[src/design/obj_pkg.sv]
// shared widths, fetch states and pixel unpacking for the sprite line renderer; import in each block
package obj_pkg;

    localparam logic [7:0] obj_hoffset = 8'd6; // screen offset, also blanking delay + 1
    localparam int obj_buf_aw = 8;             // 256 line positions
    localparam int obj_code_w = 9;
    localparam int obj_rom_aw = 14;            // code, row, half
    localparam int obj_pxl_w  = 4;

    typedef enum logic [1:0] {
        idle,
        wait_rom,   // rom_cs held until rom_ok
        shift       // one pixel per cen
    } obj_state_e;

    // eight 4bpp pixels from one graphics word, pixel 0 in the low nibble
    // planes are interleaved: each nibble of the word holds one plane bit of four pixels
    function automatic logic [8*obj_pxl_w-1:0] obj_unpack(input logic [31:0] word);
        logic [8*obj_pxl_w-1:0] pix;
        int k;
        int base;
        pix = '0;
        for (int n = 0; n < 8; n++) begin
            k    = n % 4;
            base = (n < 4) ? 0 : 16;  // upper half of the word feeds pixels 4-7
            pix[n*obj_pxl_w +: obj_pxl_w] = {
                word[base+8+k],
                word[base+12+k],
                word[base+k],
                word[base+4+k]
            };
        end
        return pix;
    endfunction

endpackage

[src/design/obj_req_if.sv]
// one sprite draw request from the host side and the busy reply from the fetch engine
`timescale 1ns/1ps

interface obj_req_if;
    import obj_pkg::*;

    logic                  draw;   // start strobe, taken when busy is low
    logic [obj_code_w-1:0] code;
    logic [3:0]            row;    // row inside the 16x16 sprite
    logic [obj_buf_aw-1:0] xpos;
    logic [obj_pxl_w-1:0]  pal;    // palette bank
    logic                  hflip;
    logic                  vflip;
    logic                  busy;

    modport host (
        output draw, code, row, xpos, pal, hflip, vflip,
        input  busy
    );

    modport drawer (
        input  draw, code, row, xpos, pal, hflip, vflip,
        output busy
    );

endinterface

[src/design/obj_fetch.sv]
// sprite fetch engine: takes a draw request, reads two ROM words and emits 16 pixels to the palette
`timescale 1ns/1ps

module obj_fetch (
    input  logic                            rst,
    input  logic                            clk,
    input  logic                            cen,
    obj_req_if.drawer                       req,
    output logic [obj_pkg::obj_rom_aw-1:0]  rom_addr,
    input  logic [31:0]                     rom_data,
    output logic                            rom_cs,
    input  logic                            rom_ok,
    output logic [2*obj_pkg::obj_pxl_w-1:0] pal_addr,
    output logic [obj_pkg::obj_buf_aw-1:0]  wr_addr,
    output logic                            wr_en
);
    import obj_pkg::*;

    obj_state_e             state;
    logic                   busy;
    logic                   start;
    logic [2:0]             cnt;      // pixel index within the current word
    logic                   hflip_l;
    logic [obj_buf_aw-1:0]  buf_a;
    logic [8*obj_pxl_w-1:0] pix_sh;   // unpacked word, low nibble goes out first
    logic [obj_pxl_w-1:0]   pal_l;

    assign start    = cen && req.draw && !busy; // draws during busy are dropped
    assign req.busy = busy;

    assign pal_addr = {pal_l, pix_sh[obj_pxl_w-1:0]};
    assign wr_addr  = buf_a;
    assign wr_en    = cen && (state == shift);

    always_ff @(posedge clk or posedge rst) begin
        if (rst) begin
            state    <= idle;
            busy     <= 1'b0;
            rom_cs   <= 1'b0;
            rom_addr <= '0;
            cnt      <= '0;
            hflip_l  <= 1'b0;
            buf_a    <= '0;
        end else if (cen) begin
            case (state)
                idle: begin
                    if (start) begin
                        rom_addr <= {req.code, req.row ^ {4{req.vflip}}, 1'b0};
                        rom_cs   <= 1'b1;
                        busy     <= 1'b1;
                        hflip_l  <= req.hflip;
                        // flipped sprites start at the right edge and walk left
                        buf_a    <= req.xpos + obj_hoffset + (req.hflip ? 8'd15 : 8'd0);
                        state    <= wait_rom;
                    end
                end
                wait_rom: begin
                    if (rom_ok) begin
                        rom_cs <= 1'b0;
                        cnt    <= '0;
                        state  <= shift;
                    end
                end
                shift: begin
                    buf_a <= hflip_l ? buf_a - 8'd1 : buf_a + 8'd1;
                    cnt   <= cnt + 3'd1;
                    if (cnt == 3'd7) begin
                        if (rom_addr[0]) begin
                            busy  <= 1'b0;       // both halves done
                            state <= idle;
                        end else begin
                            rom_addr[0] <= 1'b1; // second word, same code and row
                            rom_cs      <= 1'b1;
                            state       <= wait_rom;
                        end
                    end
                end
                default: state <= idle;
            endcase
        end
    end

    // pixel data path
    always_ff @(posedge clk) begin
        if (cen) begin
            if (start)
                pal_l <= req.pal;
            if (state == wait_rom && rom_ok)
                pix_sh <= obj_unpack(rom_data);
            else if (state == shift)
                pix_sh <= pix_sh >> obj_pxl_w;
        end
    end

    // the ROM may take any number of cycles, the address must not move meanwhile
    a_rom_addr_hold: assert property (
        @(posedge clk) disable iff (rst)
        rom_cs && !rom_ok |=> $stable(rom_addr)
    );

    // pixels only inside a request, never after busy has dropped
    a_wr_in_busy: assert property (
        @(posedge clk) disable iff (rst)
        wr_en |-> busy
    );

endmodule

[src/design/obj_palette.sv]
// programmable 256x4 colour PROM on the sprite write path, keeps buffer address aligned to the read
`timescale 1ns/1ps

module obj_palette (
    input  logic                            clk,
    input  logic                            rst,
    input  logic [2*obj_pkg::obj_pxl_w-1:0] prog_addr,
    input  logic [obj_pkg::obj_pxl_w-1:0]   prog_data,
    input  logic                            prog_en,
    input  logic [2*obj_pkg::obj_pxl_w-1:0] pal_addr,
    input  logic [obj_pkg::obj_buf_aw-1:0]  wr_addr,
    input  logic                            wr_en,
    output logic [obj_pkg::obj_pxl_w-1:0]   buf_data,
    output logic [obj_pkg::obj_buf_aw-1:0]  buf_addr,
    output logic                            buf_we
);
    import obj_pkg::*;

    localparam int depth = 1 << (2*obj_pxl_w);

    logic [obj_pxl_w-1:0] prom [0:depth-1];

    // programming port and synchronous lookup, {bank, pixel} in
    always_ff @(posedge clk) begin
        if (prog_en)
            prom[prog_addr] <= prog_data;
        buf_data <= prom[pal_addr];
    end

    // position travels with the colour
    always_ff @(posedge clk) begin
        buf_addr <= wr_addr;
    end

    always_ff @(posedge clk or posedge rst) begin
        if (rst)
            buf_we <= 1'b0;
        else
            buf_we <= wr_en;
    end

endmodule

[src/design/obj_line_buffer.sv]
// double-banked sprite line buffer between the palette stage and the pixel output, swapped by hinit
`timescale 1ns/1ps

module obj_line_buffer (
    input  logic                           rst,
    input  logic                           clk,
    input  logic                           pxl_cen,
    input  logic                           lhbl,
    input  logic                           hinit,
    input  logic [obj_pkg::obj_buf_aw-1:0] hdump,
    input  logic [obj_pkg::obj_pxl_w-1:0]  buf_data,
    input  logic [obj_pkg::obj_buf_aw-1:0] buf_addr,
    input  logic                           buf_we,
    output logic [obj_pkg::obj_pxl_w-1:0]  pxl
);
    import obj_pkg::*;

    localparam int dly_len = int'(obj_hoffset) - 1;
    localparam int depth   = 1 << obj_buf_aw;

    logic                 sel;          // visible bank
    logic [dly_len-1:0]   lhbl_sh;
    logic                 lhbl_dly;
    logic                 rd_stb;
    logic [obj_pxl_w-1:0] rd_q [2];

    assign lhbl_dly = lhbl_sh[dly_len-1];
    assign rd_stb   = pxl_cen && lhbl_dly;

    always_ff @(posedge clk or posedge rst) begin
        if (rst) begin
            sel     <= 1'b0;
            lhbl_sh <= '0;
        end else begin
            if (hinit)
                sel <= ~sel;  // last drawn line becomes visible
            if (pxl_cen)
                lhbl_sh <= {lhbl_sh[dly_len-2:0], lhbl}; // matches the sprite x offset
        end
    end

    for (genvar b = 0; b < 2; b++) begin : g_bank
        logic [obj_pxl_w-1:0] mem [0:depth-1];
        logic                 hidden;

        assign hidden = (sel != 1'(b));
        assign rd_q[b] = mem[hdump];

        initial begin
            for (int i = 0; i < depth; i++)
                mem[i] = '0;  // blank at power-up
        end

        always @(posedge clk) begin
            if (hidden) begin
                if (buf_we && buf_data != '0)  // colour 0 is see-through
                    mem[buf_addr] <= buf_data;
            end else if (rd_stb) begin
                mem[hdump] <= '0;              // erase behind the beam
            end
        end
    end

    always_ff @(posedge clk or posedge rst) begin
        if (rst)
            pxl <= '0;
        else if (rd_stb)
            pxl <= rd_q[sel];
    end

    // a write across the swap would land in the wrong bank
    a_no_we_at_hinit: assert property (
        @(posedge clk) disable iff (rst)
        !(buf_we && hinit)
    );

endmodule

[src/design/obj_draw.sv]
// sprite line renderer top level: request port, ROM port, palette programming and pixel output
`timescale 1ns/1ps

module obj_draw (
    input  logic                            rst,
    input  logic                            clk,
    input  logic                            cen,
    input  logic                            pxl_cen,
    input  logic                            lhbl,
    input  logic                            hinit,
    input  logic [obj_pkg::obj_buf_aw-1:0]  hdump,
    input  logic                            draw,
    input  logic [obj_pkg::obj_code_w-1:0]  code,
    input  logic [3:0]                      row,
    input  logic [obj_pkg::obj_buf_aw-1:0]  xpos,
    input  logic [obj_pkg::obj_pxl_w-1:0]   pal,
    input  logic                            hflip,
    input  logic                            vflip,
    output logic                            busy,
    input  logic [2*obj_pkg::obj_pxl_w-1:0] prog_addr,
    input  logic [obj_pkg::obj_pxl_w-1:0]   prog_data,
    input  logic                            prog_en,
    output logic [obj_pkg::obj_rom_aw-1:0]  rom_addr,
    input  logic [31:0]                     rom_data,
    output logic                            rom_cs,
    input  logic                            rom_ok,
    output logic [obj_pkg::obj_pxl_w-1:0]   pxl
);
    import obj_pkg::*;

    logic [2*obj_pxl_w-1:0] pal_addr;
    logic [obj_buf_aw-1:0]  wr_addr;
    logic                   wr_en;
    logic [obj_pxl_w-1:0]   buf_data;
    logic [obj_buf_aw-1:0]  buf_addr;
    logic                   buf_we;

    obj_req_if req_i ();

    // host side of the request
    assign req_i.draw  = draw;
    assign req_i.code  = code;
    assign req_i.row   = row;
    assign req_i.xpos  = xpos;
    assign req_i.pal   = pal;
    assign req_i.hflip = hflip;
    assign req_i.vflip = vflip;
    assign busy        = req_i.busy;

    obj_fetch fetch_i (
        .rst      (rst),
        .clk      (clk),
        .cen      (cen),
        .req      (req_i.drawer),
        .rom_addr (rom_addr),
        .rom_data (rom_data),
        .rom_cs   (rom_cs),
        .rom_ok   (rom_ok),
        .pal_addr (pal_addr),
        .wr_addr  (wr_addr),
        .wr_en    (wr_en)
    );

    obj_palette palette_i (
        .clk       (clk),
        .rst       (rst),
        .prog_addr (prog_addr),
        .prog_data (prog_data),
        .prog_en   (prog_en),
        .pal_addr  (pal_addr),
        .wr_addr   (wr_addr),
        .wr_en     (wr_en),
        .buf_data  (buf_data),
        .buf_addr  (buf_addr),
        .buf_we    (buf_we)
    );

    obj_line_buffer buffer_i (
        .rst      (rst),
        .clk      (clk),
        .pxl_cen  (pxl_cen),
        .lhbl     (lhbl),
        .hinit    (hinit),
        .hdump    (hdump),
        .buf_data (buf_data),
        .buf_addr (buf_addr),
        .buf_we   (buf_we),
        .pxl      (pxl)
    );

endmodule

[config.mk]
export PLATFORM = sky130hd
export DESIGN_NAME = obj_draw
export DESIGN_NICKNAME = d
export VERILOG_FILES = /design/src/design/obj_pkg.sv /design/src/design/obj_req_if.sv /design/src/design/obj_fetch.sv /design/src/design/obj_palette.sv /design/src/design/obj_line_buffer.sv /design/src/design/obj_draw.sv
export SDC_FILE = /design/constraint.sdc
export NUM_CORES = 2
export LEC_CHECK = 0
export BUFFER_PORTS_ARGS = -buffer_cell sky130_fd_sc_hd__buf_2
export CAP_MARGIN = 40
export CORE_MARGIN = 2
export CORE_UTILIZATION = 45
export CTS_CLUSTER_DIAMETER = 120
export CTS_CLUSTER_SIZE = 28
export DETAILED_ROUTE_END_ITERATION = 8
export GPL_ROUTABILITY_DRIVEN = 0
export PLACE_DENSITY = 0.7
export SLEW_MARGIN = 15
export SYNTH_ARGS = -nofsm -noshare
export SYNTH_HDL_FRONTEND = slang
export SYNTH_SLANG_ARGS = --single-unit
[constraint.sdc]
create_clock -name clk -period 7.1 [get_ports clk]
set_input_delay 0.71 -clock clk [delete_from_list [all_inputs] [get_ports clk]]
set_output_delay 0.71 -clock clk [all_outputs]
set_load 0.03 [all_outputs]
Word-level counts from Yosys, hierarchy flattened:

Memories as Yosys holds them, arrays and structs flattened. A register that Yosys moved wholly into a read port is not among the register bits.
Cells that the tools add are included.

* add/subtract/negate cells: 5
* multiply operators: 0
* div/mod/pow operators: 0
* magnitude comparators: 1
* equality and inequality tests: 8
* shift-type cells: 0
* mux-type cells: 45
* bitwise operators: 3
* reductions and logical operators: 24

Operators by type and width (number)
* 32-bit two-way mux: 2
* 8-bit two-way mux: 4
* 4-bit two-way mux: 6
* 1-bit two-way mux: 23
* 8-bit case mux with 2 select lines: 1
* 3-bit AND reduction: 3
* 8-bit by 1-bit adder with 8-bit output (second input constant): 1
* 8-bit by 3-bit adder with 8-bit output (second input constant): 1
* 8-bit adder: 1
* 4-bit AND reduction: 2
* 4-bit OR reduction: 2
* 8-bit by 1-bit subtractor with 8-bit output (second input constant): 1
* 1-bit logical AND: 6
* 2-bit two-way mux: 3
* 2-bit inequality test (second input constant): 3
* 2-bit case mux with 3 select lines: 1
* 3-bit case mux with 2 select lines: 1
* 6-bit AND reduction: 1
* 2-bit nonzero test: 3
* 5-bit AND reduction: 1
* 2-bit by 1-bit inequality test with 1-bit output (second input constant): 2
* 1-bit case mux with 2 select lines: 2
* 2-bit AND reduction: 2
* 4-bit nonzero test: 1
* 13 further kinds: 13

* bits in registers: 85
* latch bits: 0
* bits in writable memories: 3072
* ROM bits: 0
* input bits: 88
* logic and storage cells: 104
* memories: 3

Memory list
* buffer_i.g_bank[0].mem: depth 256, bits a word 4, rd ports 1, clocked after Yosys merged registers in 0, write ports 1, line obj_line_buffer.sv:43 `logic [obj_pxl_w-1:0] mem [0:depth-1];`
* buffer_i.g_bank[1].mem: depth 256, bits a word 4, rd ports 1, clocked after Yosys merged registers in 0, write ports 1, line obj_line_buffer.sv:43
* palette_i.prom: depth 256, bits a word 4, rd ports 1, clocked after Yosys merged registers in 1, write ports 1, line obj_palette.sv:21 `logic [obj_pxl_w-1:0] prom [0:depth-1];`

Longest topological paths before layout:

* depth in word-level cells: 6
* gate-level depth with buffers: 13
* depth with buffers taken out: 13

Hierarchy:

A second synthesis with hierarchy kept.

* cell total of the unflattened synthesis: 6559
* area total of the unflattened synthesis: 125873.2 µm²

Modules (own cells, without submodules)
* obj_line_buffer: instances 1, cells each 4105, area an instance 81528.2 µm²
* obj_palette: instances 1, cells each 2125, area an instance 40911.7 µm²
* obj_fetch: instances 1, cells each 329, area an instance 3433.3 µm²

Worst setup path before layout:

Ideal clock, no wire load.

* path type: input to register
* start: input port pxl_cen
* end: memory buffer_i.g_bank[1].mem[0][2] (data pin)
* setup time: 0.868 ns
* arrival: 4.677 ns
* required time: 6.232 ns
* slack: 1.555 ns
* stages: 4
* path buffers: 2
* cells stage by stage: clkbuf_1 > nand3_1 > clkbuf_1 > and2_1

* cells in the longest elaborated chain, start to end: 6

Ends and longest elaborated chain
* start, declared: line obj_draw.sv:8 `input logic pxl_cen,`
* 1-bit logical AND: line obj_line_buffer.sv:28 `assign rd_stb = pxl_cen && lhbl_dly;`
* 1-bit two-way mux: line obj_line_buffer.sv:58 `end else if (rd_stb) begin`
* 1-bit two-way mux: line obj_line_buffer.sv:55 `if (hidden) begin`
* 1-bit two-way mux (not written as such): line obj_line_buffer.sv:59 `mem[hdump] <= '0;`
* 4-bit OR reduction (no line)
* 4-bit two-way mux (no line)
* end, declared: line obj_line_buffer.sv:43

Every way passes these cells.

==> metrics.md <==
| Metric | Value |
|---|---|
| Max Clock Skew | 0.0571 ns |
| P_sw | 9.65 mW |
| Final ANT Viol Nets | 0 |
| RSZ-0062 raised after global routing | no |
| Crit path depth | 6 |
| Synth top area share | 74.7% |
| Synthesized area per cell | 20.2 sq um |
| Syn_nets | approximately 6.3k |
| Core Box Area | ~280000 sq um |
| Met1 WL | between 100000 and 150000 um |
| Synth-to-layout area growth | 7.47% |
| Worst Hold Launch | prog_data[3] |
| Cell Int Power | between 20 and 30 mW |
| Switching share of total power | roughly a quarter |
| Delay-heaviest family, CP | compound AO/OA/AOI/OAI gates |
| Worst hold slack | 0.0579 ns |
| Post-synth top area cell | edfxtp_1 |
| Flops & latches, synth | approximately 3.2k |
| Post-synthesis cell count | slightly above 6k |
| Residual DRC | 0 |
| Die Y | about 530 um |
| Cell Area, Synth | around 120000 sq um |
| Crit Reg-Reg Endpoint | palette_i.buf_data[1] |
| Largest net degree at the start of global routing | 257 |
| CP max-delay cell | a221oi_1 |
| Commonest cells in the netlist | edfxtp_1 (3108), mux4_2 (840), nor2_1 (803) |
| Status | finished, final reports clean |
| DR top layer | met5 |
| Final core utilization | about half |
| Relative slew margins | about a fifth |
| TritonRoute pass-1 iters | 6 |
| Die Wd | approximately 530 um |
| CP required | 7.73 ns |
| Final hold violation count | 0 |
| Clock Latency Late Sink | slightly below 0.9 ns |
| Arr. time, crit path | between 4 and 5 ns |
| CTS tree | built |
| # rows | around 190 |
| Max cap viols | 0 |
| DP Wirelength | roughly 180000 um |
| Number of synthesized flops with an enable pin | slightly above 3k |
| Critical-path cell list | buf_12 -> mux4_2 -> mux4_2 -> a22o_1 -> a221oi_1 -> o221ai_1 |
| Worst Hold Class | input port to flop |
| Ports | 108 |
| Logic gate share of total power | 15.2% |
| PwrDens | ~280 nW/um^2 |
| Port bufs | roughly 110 |
| Final min period | ~4.0 ns |
| Layout cells sized above 1 | approximately a fifth |
| CTS sink cnt | ~3.2k |
| Fillers | 22.0k |
| Worst-path maximum fanout | between 90 and 100 |
| Max-slew violations | 0 |
| Top post-synthesis cells by area | edfxtp_1 (75%), mux4_2 (15%), nor2_1 (2.4%) |
| Clk slew on worst S/H paths | 0.11 ns |
| Clock power share | between 20 and 25% |
| CP endpoint kind | flop |
| CTS H-tree depth | 4 |
| Vias/cell | 6.17 |
| Top-count cell post-synth | edfxtp_1 |
| Largest buffer count on any clock path | 3 |
| Initial antenna violation count | 16 |
| First-pass GRT wire length | 431000 um |
| Worst R2R Path Depth | 6 |
| Met3 WL | between 20000 and 30000 um |
| FF-to-FF setup slack | 3.13 ns |
| Startpoint types | flop |
| Layout Nets | 6319 |
| Fin crit share | a little under three fifths |
| CP Class | flop to flop |
| Ys async rst share | roughly 1.3% |
| Worst Tran Pin Value | ~1.2 ns |
| Seq pwr share | 60.4% |
| Worst path bufs/invs | 1 |
| Initial core utilization | about 45% |
| Routed wl met2 | 143000 um |
| Wire length per cell | just under 30 um |
| Cell variety after synth | 70 |
| Sequential fraction of the synthesis area | 75.7% |
| Drt initial violations | ~8.4k |
| Most common cell on crit path | mux4_2 |
| Finish-stage setup viols | 0 |
| Max IR drop VDD | around 330 uV |
| Fin Setup TNS | 0 ns |
| Post-CTS setup buffer count | 0 |
| TritonCTS buffer count | between 100 and 150 |
| GR Overflow Total | 0 |
| Fmax | ~250 MHz |
| Synth Flop Type | edfxtp_1 |
| Vias in the first global route | 61.3k |
| Post-Route WL | about 300000 um |
| GR Util All Layers | 20.9% |
| CTS root buf | clkbuf_16 |
| DR vias | just over 60k |
| RR Startpoint | fetch_i.pix_sh[0] |
| Critical Path Start | fetch_i.pix_sh[0] |
| Synth warn | 0 |
| Worst Setup EP | palette_i.buf_data[1] |
| Max incr delay on CP | ~0.73 ns |
| Leak pwr | 40.4 nW |
| Die ar. | about 280000 sq um |
final cells by class:
type | count | area (sq um) | share of cell area, %
sequential | 3161 | 94600 | 70.5
clock buffer | 152 | 3400 | 2.53
antenna | 8 | 20.0 | 0.0149
inverter | 23 | 87.6 | 0.0653
timing repair buffer | 277 | 2750 | 2.05
multi-input combinational | 2618 | 28400 | 21.2
tap | 3705 | 4640 | 3.45
clock inverter | 18 | 294 | 0.219
power groups by stage:
stage | Sequential, mW | Clock, mW | Combinational [mW]
3_3_place_gp | 22.8 | 0 | 5.32
6_report | 22.4 | 9.01 | 5.61
2_1_floorplan | 23.0 | 0 | 3.23
5_1_grt | 22.4 | 9.72 | 5.98
4_1_cts | 22.3 | 9.15 | 5.57
3_5_place_dp | 22.8 | 0 | 5.56
cell usage in the layout (no fill, tap or decap), types with 11 or more instances in the layout:
master	instances
a21oi_1	33
a221oi_1	43
a22o_1	50
a22oi_1	82
a31oi_1	12
and2_1	17
buf_12	28
buf_16	20
buf_2	100
buf_4	95
buf_8	17
clkbuf_1	19
clkbuf_16	133
dfrtp_1	41
dfxtp_1	12
edfxtp_1	3108
ha_1	16
inv_1	21
mux2_2	24
mux2i_1	77
mux4_2	840
nand2_1	238
nand2_2	14
nand2b_1	19
nand3_1	50
nand4_1	12
nor2_1	801
nor2b_1	25
nor3_1	15
o21ai_0	50
o22ai_1	33
xnor2_1	11
worst register-to-register path: stages (launching register included):
cell and delay, ns:
edfxtp_1 0.50, buf_12 0.52, mux4_2 0.79, mux4_2 0.48
a22o_1 0.29, a221oi_1 0.73, o221ai_1 0.41
sequential cells by signal (all words and copies together) (netlist names), 2 cells and up:
register             count
palette_i.buf_addr       8
fetch_i.state            2
palette_i.buf_data       4
palette_i.prom        1024
fetch_i.cnt              3
buffer_i.lhbl_sh         5
buffer_i.g_bank.mem   2048
buffer_i.pxl             4
fetch_i.pal_l            4
fetch_i.rom_addr        14
fetch_i.pix_sh          32
fetch_i.wr_addr          8
worst min path at each step:
stage / end / slack [ns] / depth (start not counted)
floorplan: palette_i.buf_addr[0] / 0.37 / 0
global placement: palette_i.buf_addr[3] / 0.39 / 0
detailed placement: palette_i.buf_addr[2] / 0.39 / 0
CTS: fetch_i.rom_addr[13] / 0.001 / 2
global route: fetch_i.rom_addr[5] / 0.02 / 2
finish: palette_i.prom[179][3] / 0.06 / 1
cell families (layout without fill, tap and decap cells):
family	after synthesis	after routing	synth area share, %
DFF	3161	3161	75.7
adders and majority gates	18	18	0.192
xor gates and xnor gates	12	12	0.0842
muxes	941	941	16.0
and+or+nand+nor	1256	1256	4.14
AOI/OAI and AO/OA	391	391	2.27
other	0	8	0
buffers and inverters	410	470	1.58
through the flow:
step                worst slack (ns)  std cells  instance area [sq um]  total power, mW
detailed placement              2.51       9770                 130000             28.3
global placement                2.53       9726                 129000             28.1
CTS                             2.90       9945                 134000             37.1
finish                          3.13       9962                 134000             37.0
floorplan                       1.55       6189                 125000             26.3
global route                    3.05       9956                 134000             38.1
per-layer routing:
| metal | GRT usage [%] | up-vias |
|---|---|---|
| li1 | - | 25100 |
| met1 | 29.2 | 32400 |
| met2 | 33.5 | 3406 |
| met3 | 4.19 | 506 |
| met4 | 6.40 | 14 |
| met5 | 0 | - |
repair_timing:
action / 4_1_cts / 5_1_grt
endpoints found under the setup margin: 0 / 0
hold buffers: 5 / 0
endpoints found under the hold margin: 32 / 0
resized for setup: 0 / 0
Note: power is estimated with default switching activity, not from simulation.
